===== src/cache_cfg_pkg.sv =====
/* geometry is fixed at 128 bytes, 2-way, 2-word blocks, 8 sets
   byte addressing with 32-bit words, all sizes powers of two */
package cache_cfg_pkg;

    localparam int WORD_BITS    = 32;
    localparam int CACHE_BYTES  = 128;   // data only, tags not counted
    localparam int BLOCK_WORDS  = 2;
    localparam int ASSOC        = 2;
    localparam int N_SETS       = CACHE_BYTES / (4 * BLOCK_WORDS * ASSOC);

    // address field widths
    localparam int N_SET_BITS   = 3;
    localparam int N_BLOCK_BITS = 1;
    localparam int N_TAG_BITS   = WORD_BITS - N_SET_BITS - N_BLOCK_BITS - 2;
    localparam int N_WAY_BITS   = 1;

    typedef logic [N_WAY_BITS-1:0] way_t;
    typedef logic [N_SET_BITS-1:0] set_idx_t;

    // processor address as the cache sees it
    typedef struct packed {
        logic [N_TAG_BITS-1:0]   tag;
        set_idx_t                idx;
        logic [N_BLOCK_BITS-1:0] blk;   // word within block
        logic [1:0]              off;   // byte offset, ignored
    } cache_addr_t;

    typedef struct packed {
        logic                  valid;
        logic                  dirty;
        logic [N_TAG_BITS-1:0] tag_bits;
    } cache_tag_t;

    typedef struct packed {
        cache_tag_t                             tag;
        logic [BLOCK_WORDS-1:0][WORD_BITS-1:0]  data;
    } cache_frame_t;

    // one row of the array, all ways side by side
    typedef struct packed {
        cache_frame_t [ASSOC-1:0] frames;
    } cache_set_t;

endpackage

===== src/cache_bus_pkg.sv =====
/* processor and memory bus types, plus controller states
   everything at or above NONCACHE_START bypasses the cache */
package cache_bus_pkg;

    typedef logic [cache_cfg_pkg::WORD_BITS-1:0] word_t;
    typedef word_t [cache_cfg_pkg::BLOCK_WORDS-1:0] block_t;   // one memory transfer
    typedef logic [3:0] byte_en_t;                               // one bit per byte lane

    localparam word_t NONCACHE_START = 32'hF000_0000;

    // controller states
    typedef enum logic [2:0] {
        IDLE,   // post-reset clear
        HIT,    // serving requests
        FETCH,  // block read from memory
        WB,     // dirty victim written back
        FLUSH   // walking every frame
    } cache_state_t;

endpackage


===== src/cache_array_if.sv =====
/* one set-wide port into the cache array
   wmask bit high keeps the stored bit, rdata follows sel in the same cycle */
`timescale 1ns/1ns

interface cache_array_if;
    import cache_cfg_pkg::*;

    set_idx_t   sel;    // set being read and written
    logic       wen;
    cache_set_t wdata;
    cache_set_t wmask;
    cache_set_t rdata;

    modport ctrl (
        output sel, wen, wdata, wmask,
        input  rdata
    );

    modport array (
        input  sel, wen, wdata, wmask,
        output rdata
    );

    // tag compare and victim tracking only look
    modport lookup (
        input sel, rdata
    );

endinterface


===== src/l1_cache.sv =====
/* two-way write-back L1 data cache, plain processor and memory ports
   processor holds a request until cpu_busy is low, no abort on either side */
`timescale 1ns/1ns

module l1_cache (
    input  logic                    CLK,
    input  logic                    nRST,
    input  logic                    cpu_ren,
    input  logic                    cpu_wen,
    input  cache_bus_pkg::word_t    cpu_addr,
    input  cache_bus_pkg::word_t    cpu_wdata,
    input  cache_bus_pkg::byte_en_t cpu_byte_en,
    output cache_bus_pkg::word_t    cpu_rdata,
    output logic                    cpu_busy,
    output logic                    mem_ren,
    output logic                    mem_wen,
    output cache_bus_pkg::word_t    mem_addr,
    output cache_bus_pkg::block_t   mem_wdata,
    output cache_bus_pkg::byte_en_t mem_byte_en,
    input  cache_bus_pkg::block_t   mem_rdata,
    input  logic                    mem_busy,
    input  logic                    flush,
    output logic                    flush_done
);
    import cache_cfg_pkg::*;
    import cache_bus_pkg::*;

    logic       hit;
    way_t       hit_way;
    word_t      hit_word;
    logic       pass_through;
    way_t       victim_way;
    cache_tag_t victim_tag;
    logic       touch;
    way_t       touch_way;

    cache_array_if arr_if ();

    cache_array cache_array_i (
        .CLK (CLK),
        .arr (arr_if.array)
    );

    cache_lookup cache_lookup_i (
        .CLK          (CLK),
        .nRST         (nRST),
        .arr          (arr_if.lookup),
        .req_addr     (cpu_addr),
        .touch        (touch),
        .touch_way    (touch_way),
        .hit          (hit),
        .hit_way      (hit_way),
        .hit_word     (hit_word),
        .pass_through (pass_through),
        .victim_way   (victim_way),
        .victim_tag   (victim_tag)
    );

    cache_ctrl cache_ctrl_i (
        .CLK          (CLK),
        .nRST         (nRST),
        .arr          (arr_if.ctrl),
        .cpu_ren      (cpu_ren),
        .cpu_wen      (cpu_wen),
        .cpu_addr     (cpu_addr),
        .cpu_wdata    (cpu_wdata),
        .cpu_byte_en  (cpu_byte_en),
        .cpu_rdata    (cpu_rdata),
        .cpu_busy     (cpu_busy),
        .flush        (flush),
        .flush_done   (flush_done),
        .mem_ren      (mem_ren),
        .mem_wen      (mem_wen),
        .mem_addr     (mem_addr),
        .mem_wdata    (mem_wdata),
        .mem_byte_en  (mem_byte_en),
        .mem_rdata    (mem_rdata),
        .mem_busy     (mem_busy),
        .hit          (hit),
        .hit_way      (hit_way),
        .hit_word     (hit_word),
        .pass_through (pass_through),
        .victim_way   (victim_way),
        .victim_tag   (victim_tag),
        .touch        (touch),
        .touch_way    (touch_way)
    );

endmodule


===== src/cache_ctrl.sv =====
/* one request at a time, the processor holds it until cpu_busy is low
   a write miss fetches clean and then completes as a write hit */
`timescale 1ns/1ns

module cache_ctrl (
    input  logic                       CLK,
    input  logic                       nRST,
    cache_array_if.ctrl                arr,
    input  logic                       cpu_ren,
    input  logic                       cpu_wen,
    input  cache_cfg_pkg::cache_addr_t cpu_addr,
    input  cache_bus_pkg::word_t       cpu_wdata,
    input  cache_bus_pkg::byte_en_t    cpu_byte_en,
    output cache_bus_pkg::word_t       cpu_rdata,
    output logic                       cpu_busy,
    input  logic                       flush,
    output logic                       flush_done,
    output logic                       mem_ren,
    output logic                       mem_wen,
    output cache_bus_pkg::word_t       mem_addr,
    output cache_bus_pkg::block_t      mem_wdata,
    output cache_bus_pkg::byte_en_t    mem_byte_en,
    input  cache_bus_pkg::block_t      mem_rdata,
    input  logic                       mem_busy,
    input  logic                       hit,
    input  cache_cfg_pkg::way_t        hit_way,
    input  cache_bus_pkg::word_t       hit_word,
    input  logic                       pass_through,
    input  cache_cfg_pkg::way_t        victim_way,
    input  cache_cfg_pkg::cache_tag_t  victim_tag,
    output logic                       touch,
    output cache_cfg_pkg::way_t        touch_way
);
    import cache_cfg_pkg::*;
    import cache_bus_pkg::*;

    cache_state_t state, next_state;
    logic         flush_req;       // flush seen, not yet done
    logic         flush_pend;
    logic         cpu_req;
    set_idx_t     fl_set;          // shared by the reset clear and the flush walk
    way_t         fl_way;
    logic         fl_last;
    logic         idle_step;
    logic         fl_step;
    word_t        lane_mask;
    cache_frame_t fl_frame;

    assign cpu_req    = cpu_ren || cpu_wen;
    assign flush_pend = flush || flush_req;
    assign fl_last    = (fl_set == set_idx_t'(N_SETS - 1)) && (fl_way == way_t'(ASSOC - 1));
    assign fl_frame   = arr.rdata.frames[fl_way];
    assign lane_mask  = {{8{cpu_byte_en[3]}}, {8{cpu_byte_en[2]}},
                         {8{cpu_byte_en[1]}}, {8{cpu_byte_en[0]}}};

    always_ff @(posedge CLK, negedge nRST) begin
        if (!nRST) begin
            state     <= IDLE;
            flush_req <= 1'b0;
            fl_set    <= '0;
            fl_way    <= '0;
        end else begin
            state     <= next_state;
            flush_req <= flush_pend && !flush_done;
            if (idle_step)
                fl_set <= fl_set + 1'b1;
            else if (fl_step)
                {fl_set, fl_way} <= {fl_set, fl_way} + 1'b1;   // way first, then set
        end
    end

    always_comb begin
        next_state  = state;
        arr.sel     = cpu_addr.idx;
        arr.wen     = 1'b0;
        arr.wdata   = '0;
        arr.wmask   = '1;
        cpu_busy    = 1'b1;
        cpu_rdata   = '0;
        mem_ren     = 1'b0;
        mem_wen     = 1'b0;
        mem_addr    = '0;
        mem_wdata   = '0;
        mem_byte_en = '1;       // block transfers move every byte
        touch       = 1'b0;
        touch_way   = hit_way;
        flush_done  = 1'b0;
        idle_step   = 1'b0;
        fl_step     = 1'b0;

        case (state)
            IDLE: begin
                arr.sel   = fl_set;
                arr.wen   = 1'b1;
                arr.wmask = '0;   // wipe the whole set
                idle_step = 1'b1;
                if (fl_set == set_idx_t'(N_SETS - 1))
                    next_state = HIT;
            end
            HIT: begin
                if (cpu_req && pass_through) begin
                    // straight to memory, word sits in lane 0
                    mem_ren      = cpu_ren;
                    mem_wen      = cpu_wen;
                    mem_addr     = cpu_addr;
                    mem_byte_en  = cpu_byte_en;
                    mem_wdata[0] = cpu_wdata & lane_mask;
                    cpu_busy     = mem_busy;
                    cpu_rdata    = mem_rdata[0];
                end else if (flush_pend) begin
                    next_state = FLUSH;
                end else if (cpu_req && hit) begin
                    cpu_busy = 1'b0;
                    touch    = 1'b1;
                    if (cpu_ren)
                        cpu_rdata = hit_word;
                    if (cpu_wen) begin
                        arr.wen = 1'b1;
                        arr.wdata.frames[hit_way].data[cpu_addr.blk] = cpu_wdata;
                        arr.wmask.frames[hit_way].data[cpu_addr.blk] = ~lane_mask;
                        arr.wdata.frames[hit_way].tag.dirty = 1'b1;
                        arr.wmask.frames[hit_way].tag.dirty = 1'b0;
                    end
                end else if (cpu_req) begin
                    next_state = (victim_tag.valid && victim_tag.dirty) ? WB : FETCH;
                end
            end
            WB: begin
                mem_wen   = 1'b1;
                mem_addr  = {victim_tag.tag_bits, cpu_addr.idx, {N_BLOCK_BITS{1'b0}}, 2'b00};
                mem_wdata = arr.rdata.frames[victim_way].data;
                if (!mem_busy) begin
                    arr.wen = 1'b1;   // victim gone, wdata already zero
                    arr.wmask.frames[victim_way].tag.valid = 1'b0;
                    arr.wmask.frames[victim_way].tag.dirty = 1'b0;
                    next_state = FETCH;
                end
            end
            FETCH: begin
                mem_ren  = 1'b1;
                mem_addr = {cpu_addr.tag, cpu_addr.idx, {N_BLOCK_BITS{1'b0}}, 2'b00};
                if (!mem_busy) begin
                    arr.wen = 1'b1;
                    arr.wdata.frames[victim_way].tag.valid    = 1'b1;
                    arr.wdata.frames[victim_way].tag.tag_bits = cpu_addr.tag;
                    arr.wdata.frames[victim_way].data         = mem_rdata;
                    arr.wmask.frames[victim_way]              = '0;   // filled clean
                    next_state = HIT;
                end
            end
            FLUSH: begin
                arr.sel = fl_set;
                if (fl_frame.tag.valid && fl_frame.tag.dirty) begin
                    mem_wen   = 1'b1;
                    mem_addr  = {fl_frame.tag.tag_bits, fl_set, {N_BLOCK_BITS{1'b0}}, 2'b00};
                    mem_wdata = fl_frame.data;
                    fl_step   = !mem_busy;   // wait for the write-back
                end else begin
                    fl_step = 1'b1;
                end
                if (fl_step) begin
                    arr.wen                   = 1'b1;
                    arr.wmask.frames[fl_way]  = '0;
                end
                if (fl_step && fl_last) begin
                    flush_done = 1'b1;
                    next_state = HIT;
                end
            end
            default: next_state = IDLE;
        endcase
    end

    // only one transfer on the memory bus at a time
    a_mem_one_dir: assert property (@(posedge CLK) disable iff (!nRST)
        !(mem_ren && mem_wen))
        else $error("cache_ctrl: mem_ren and mem_wen both high");

    a_idle_busy: assert property (@(posedge CLK) disable iff (!nRST)
        state == IDLE |-> cpu_busy)
        else $error("cache_ctrl: request completed during array clear");

endmodule


===== src/cache_lookup.sv =====
/* tag compare on the set currently selected in the array
   victim is the way after the most recently used one of that set */
`timescale 1ns/1ns

module cache_lookup (
    input  logic                      CLK,
    input  logic                      nRST,
    cache_array_if.lookup             arr,
    input  cache_cfg_pkg::cache_addr_t req_addr,
    input  logic                      touch,
    input  cache_cfg_pkg::way_t       touch_way,
    output logic                      hit,
    output cache_cfg_pkg::way_t       hit_way,
    output cache_bus_pkg::word_t      hit_word,
    output logic                      pass_through,
    output cache_cfg_pkg::way_t       victim_way,
    output cache_cfg_pkg::cache_tag_t victim_tag
);
    import cache_cfg_pkg::*;
    import cache_bus_pkg::*;

    logic [ASSOC-1:0]  match;
    way_t [N_SETS-1:0] mru;    // most recently used way, per set

    assign pass_through = req_addr >= NONCACHE_START;

    always_comb begin
        hit_way = '0;
        for (int i = 0; i < ASSOC; i++) begin
            match[i] = arr.rdata.frames[i].tag.valid &&
                       (arr.rdata.frames[i].tag.tag_bits == req_addr.tag);
            if (match[i])
                hit_way = way_t'(i);
        end
    end

    assign hit      = (|match) && !pass_through;   // uncached space never hits
    assign hit_word = arr.rdata.frames[hit_way].data[req_addr.blk];

    always_ff @(posedge CLK, negedge nRST) begin
        if (!nRST) begin
            mru <= '0;
        end else if (touch) begin
            mru[arr.sel] <= touch_way;
        end
    end

    assign victim_way = mru[arr.sel] + 1'b1;   // wraps with two ways
    assign victim_tag = arr.rdata.frames[victim_way].tag;

    // fills always go to the victim, so a tag lives in one way only
    a_one_match: assert property (@(posedge CLK) disable iff (!nRST)
        !$isunknown(match) |-> $onehot0(match))
        else $error("cache_lookup: tag present in more than one way");

endmodule


===== src/cache_array.sv =====
/* set-indexed storage, contents undefined until the controller clears it
   read is combinational, write lands on the rising edge under wmask */
`timescale 1ns/1ns

module cache_array (
    input logic          CLK,
    cache_array_if.array arr
);
    import cache_cfg_pkg::*;

    cache_set_t sets [N_SETS];
    cache_set_t cur_set;
    cache_set_t new_set;

    assign cur_set = sets[arr.sel];

    // masked merge, 0 in wmask takes wdata
    assign new_set = (cur_set & arr.wmask) | (arr.wdata & ~arr.wmask);

    always_ff @(posedge CLK) begin
        if (arr.wen) begin
            sets[arr.sel] <= new_set;
        end
    end

    assign arr.rdata = cur_set;

    // controller must always point at a real set when writing
    a_sel_known: assert property (@(posedge CLK) arr.wen |-> !$isunknown(arr.sel))
        else $error("cache_array: write with unknown set select");

endmodule


===== config.mk =====
export PLATFORM = sky130hd
export DESIGN_NAME = l1_cache
export DESIGN_NICKNAME = d
export VERILOG_FILES = /design/src/cache_cfg_pkg.sv /design/src/cache_bus_pkg.sv /design/src/cache_array_if.sv /design/src/l1_cache.sv /design/src/cache_ctrl.sv /design/src/cache_lookup.sv /design/src/cache_array.sv
export SDC_FILE = /design/constraint.sdc
export NUM_CORES = 2
export LEC_CHECK = 0
export ABC_AREA = 1
export BUFFER_PORTS_ARGS = -buffer_cell sky130_fd_sc_hd__buf_2
export CORE_MARGIN = 1.5
export CORE_UTILIZATION = 40
export DETAILED_ROUTE_END_ITERATION = 8
export MAX_ROUTING_LAYER = met4
export PLACE_DENSITY = 0.59
export SYNTH_ARGS = -nofsm -noshare
export SYNTH_HDL_FRONTEND = slang
export SYNTH_SLANG_ARGS = --single-unit
export TNS_END_PERCENT = 50

===== constraint.sdc =====
create_clock -name CLK -period 14 [get_ports CLK]
set_input_delay 1.4 -clock CLK [delete_from_list [all_inputs] [get_ports CLK]]
set_output_delay 1.4 -clock CLK [all_outputs]
set_load 0.1 [all_outputs]

==> results.json <==
{
  "synth_edf_count": 1472,
  "design_area_um2": 72900,
  "peakVddDrop_mv": 0.374,
  "grt.total_usage_pct": 28.1,
  "grt_pass1_vias": 43800,
  "cts_setup_buffers": 0,
  "slew_violations": 0,
  "grt_max_degree": 141,
  "antenna_found_initial": 27,
  "rows": 146,
  "pin_count": 274,
  "dieArea_um2": 163000,
  "rsz0062_at_grt": "false",
  "cts-buffers-inserted": 154,
  "drcViolationCount": 0,
  "hold_viol": 0,
  "syn-instance-count": 5525,
  "synth_area_um2": 64300,
  "final_cell_mix": "nand2_1 (1567), edfxtp_1 (1472), nand3_1 (385), nor2_1 (332), buf_2 (273)",
  "via_per_inst": 5.92,
  "synth_seq_cells": 1488,
  "initial_core_util_pct": 40.4,
  "clk_pin_slew_ps": 60,
  "syn_avg_cell_area_um2": 11.6,
  "area_growth_syn_to_layout_pct": 13.3,
  "die_width_um": 404,
  "syn-num-nets": 5666,
  "coreArea_um2": 159000,
  "final_util_pct": 45.8,
  "postCtsHoldBufs": 0,
  "setup.worst_path.end_class": "primary output",
  "period_share_pct": 62.4,
  "port-buffer-count": 273,
  "synth_ff_type": "edfxtp_1",
  "min-delay-path-class": "flip-flop to flip-flop",
  "clk_latency_ps": 830,
  "clock.fmax_mhz": 115,
  "cp.arrival_ps": 7330,
  "cts-root-buf": "clkbuf_16",
  "drtIter0Drc": 6094,
  "die_h_um": 404,
  "drtAntennaViolNets": 0,
  "clockBufferDepth": 3,
  "slew_headroom_pct": 11.7,
  "clock_skew_ps": 67.8,
  "gp_congestion": 0.978,
  "tightest_slew_ps": 1320,
  "grt_pass1_wl_um": 321000,
  "p_per_area_nw_per_um2": 279,
  "cp.required_ps": 12600,
  "ys_seq_area_share_pct": 69.3,
  "cp_max_fo": 140,
  "wl_um": 227000,
  "wl_per_cell_um": 28.4,
  "cts_tree": "built",
  "final_common_cell": "nand2_1",
  "clock-sinks": 1488,
  "layout-drive-gt1-share_pct": 11.2,
  "cts_resized": 0,
  "status": "finished, final reports clean",
  "cap_violations": 0,
  "fin_crit_ps": 8730,
  "ff2ff_setup_slack_ps": 6160,
  "finalSetupViolations": 0,
  "critPathKind": "flip-flop to primary output",
  "ys_types": 47,
  "start_kind": "flip-flop",
  "total_power_mw": 20.3,
  "placed_area_um2": 67900,
  "first_pass_iters": 9,
  "yosys_warnings": 0,
  "finalNetCount": 5864,
  "finalSetupTns_ps": 0,
  "p_leak_nw": 26.4,
  "grt.overflow.total": 0,
  "post-dp-hpwl_um": 135000,
  "synth-async-reset-ratio_pct": 1.08,
  "vias": 47400,
  "htreeDepth": 4
}
-- layout make-up --
type | count | area (um^2)
Clock buffer | 183 | 3960
Multi-Input combinational cell | 3476 | 17600
Timing Repair Buffer | 345 | 2010
Inverter | 258 | 995
Clock inverter | 88 | 970
Fill cell | 14400 | 86300
Tap cell | 2146 | 2690
Sequential cell | 1488 | 44600
Antenna cell | 19 | 47.5
-- cells in the mapped netlist (6+ instances only) --
cell type  instances  share of area, %
nor2_1           354               2.1
a221oi_1         119               1.6
nand2_2           25              0.24
nand2_1         1568               9.2
a22oi_1          247               2.9
and3_1             6             0.058
dfrtp_1           16              0.62
o21ai_1           44              0.34
nand3_1          385               3.0
nand2_4           12              0.21
nor2_2             7             0.068
o221ai_1          16              0.22
inv_1            241               1.4
o22ai_1          120               1.2
inv_2             14             0.082
o221a_2           10              0.18
buf_2             71              0.55
clkbuf_1         176               1.0
nand4_1          104               1.0
nor3_1             6             0.047
edfxtp_1        1472                69
o21bai_4           8              0.23
buf_1             32              0.19
o21ai_0          210               1.6
buf_4             20              0.23
a21oi_1           21              0.16
o21bai_1          64              0.75
a22o_1           114               1.6
-- final timing paths --
kind | cells past startpoint | to | from
hold reg to reg | 2 | cache_ctrl_i.flush_req$_DFF_PN0_ | cache_ctrl_i.flush_req$_DFF_PN0_
max in group asynchronous | 1 | cache_lookup_i.mru[4]$_DFFE_PN0P_ | nRST
setup / recovery | 19 | cpu_rdata[2] | cache_ctrl_i.state[0]$_DFFE_PN0P_
setup reg to reg | 21 | cache_array_i.sets[3][169]$_DFFE_PP_ | cache_ctrl_i.state[0]$_DFFE_PN0P_
hold / removal | 2 | cache_ctrl_i.flush_req$_DFF_PN0_ | cache_ctrl_i.flush_req$_DFF_PN0_
min in group asynchronous | 1 | cache_lookup_i.mru[1]$_DFFE_PN0P_ | nRST
-- report_power, final --
part | switching, mW | internal [mW]
clock network | 1.79 | 2.25
registers | 0.260 | 7.51
logic | 6.79 | 1.71
total | 8.84 | 11.5
-- worst max-delay path, stage by stage, from the launching register on --
cell and delay, ps:
dfrtp_1 480, nor2_4 280, nand2_2 130, nand2_8 670, buf_4 890, nand2_1 130, nand3_1 170, nand4_1 190
nand2_1 100, nand2_1 120, nor2_1 130, nand3_1 80, nor2_1 160, nand2_2 210, nand2_2 1000, o22ai_1 550
nor2_1 420, nand2_1 110, nand2_1 100, buf_2 430
-- layer usage --
metal	part of all wire (%)	global-route usage, %	vias up	wire length, um
met5	0	-	-	0
met1	38	35.9	23400	86600
met2	46	43.1	2966	104000
met3	11	6.35	524	25200
li1	-	-	20500	-
met4	4.8	11.7	0	10900
-- state kept, by name, summed over array words and instances (netlist names) --
| name | cells |
|---|---|
| cache_ctrl_i.state | 3 |
| cache_ctrl_i.fl_set | 3 |
| cache_ctrl_i.fl_way | 1 |
| cache_array_i.sets | 1472 |
| cache_lookup_i.mru | 8 |
| cache_ctrl_i.flush_req | 1 |
-- per-stage QoR --
stage / cells / worst slack, ps / hold slack [ps]
floorplan: 5525 / 2230 / 464
CTS: 7984 / 5470 / 505
global placement: 7713 / 5620 / 477
global route: 8000 / 4920 / 525
detailed placement: 7713 / 5500 / 491
finish: 8003 / 5270 / 500
-- cell families after synthesis --
group | share of synthesized area, %
simple gates | 16.1
fa+ha+maj | 0.0584
buf+inv | 3.58
flops | 69.3
xor+xnor | 0.0545
compound gates | 10.9
(Power assumes the default switching activity.)
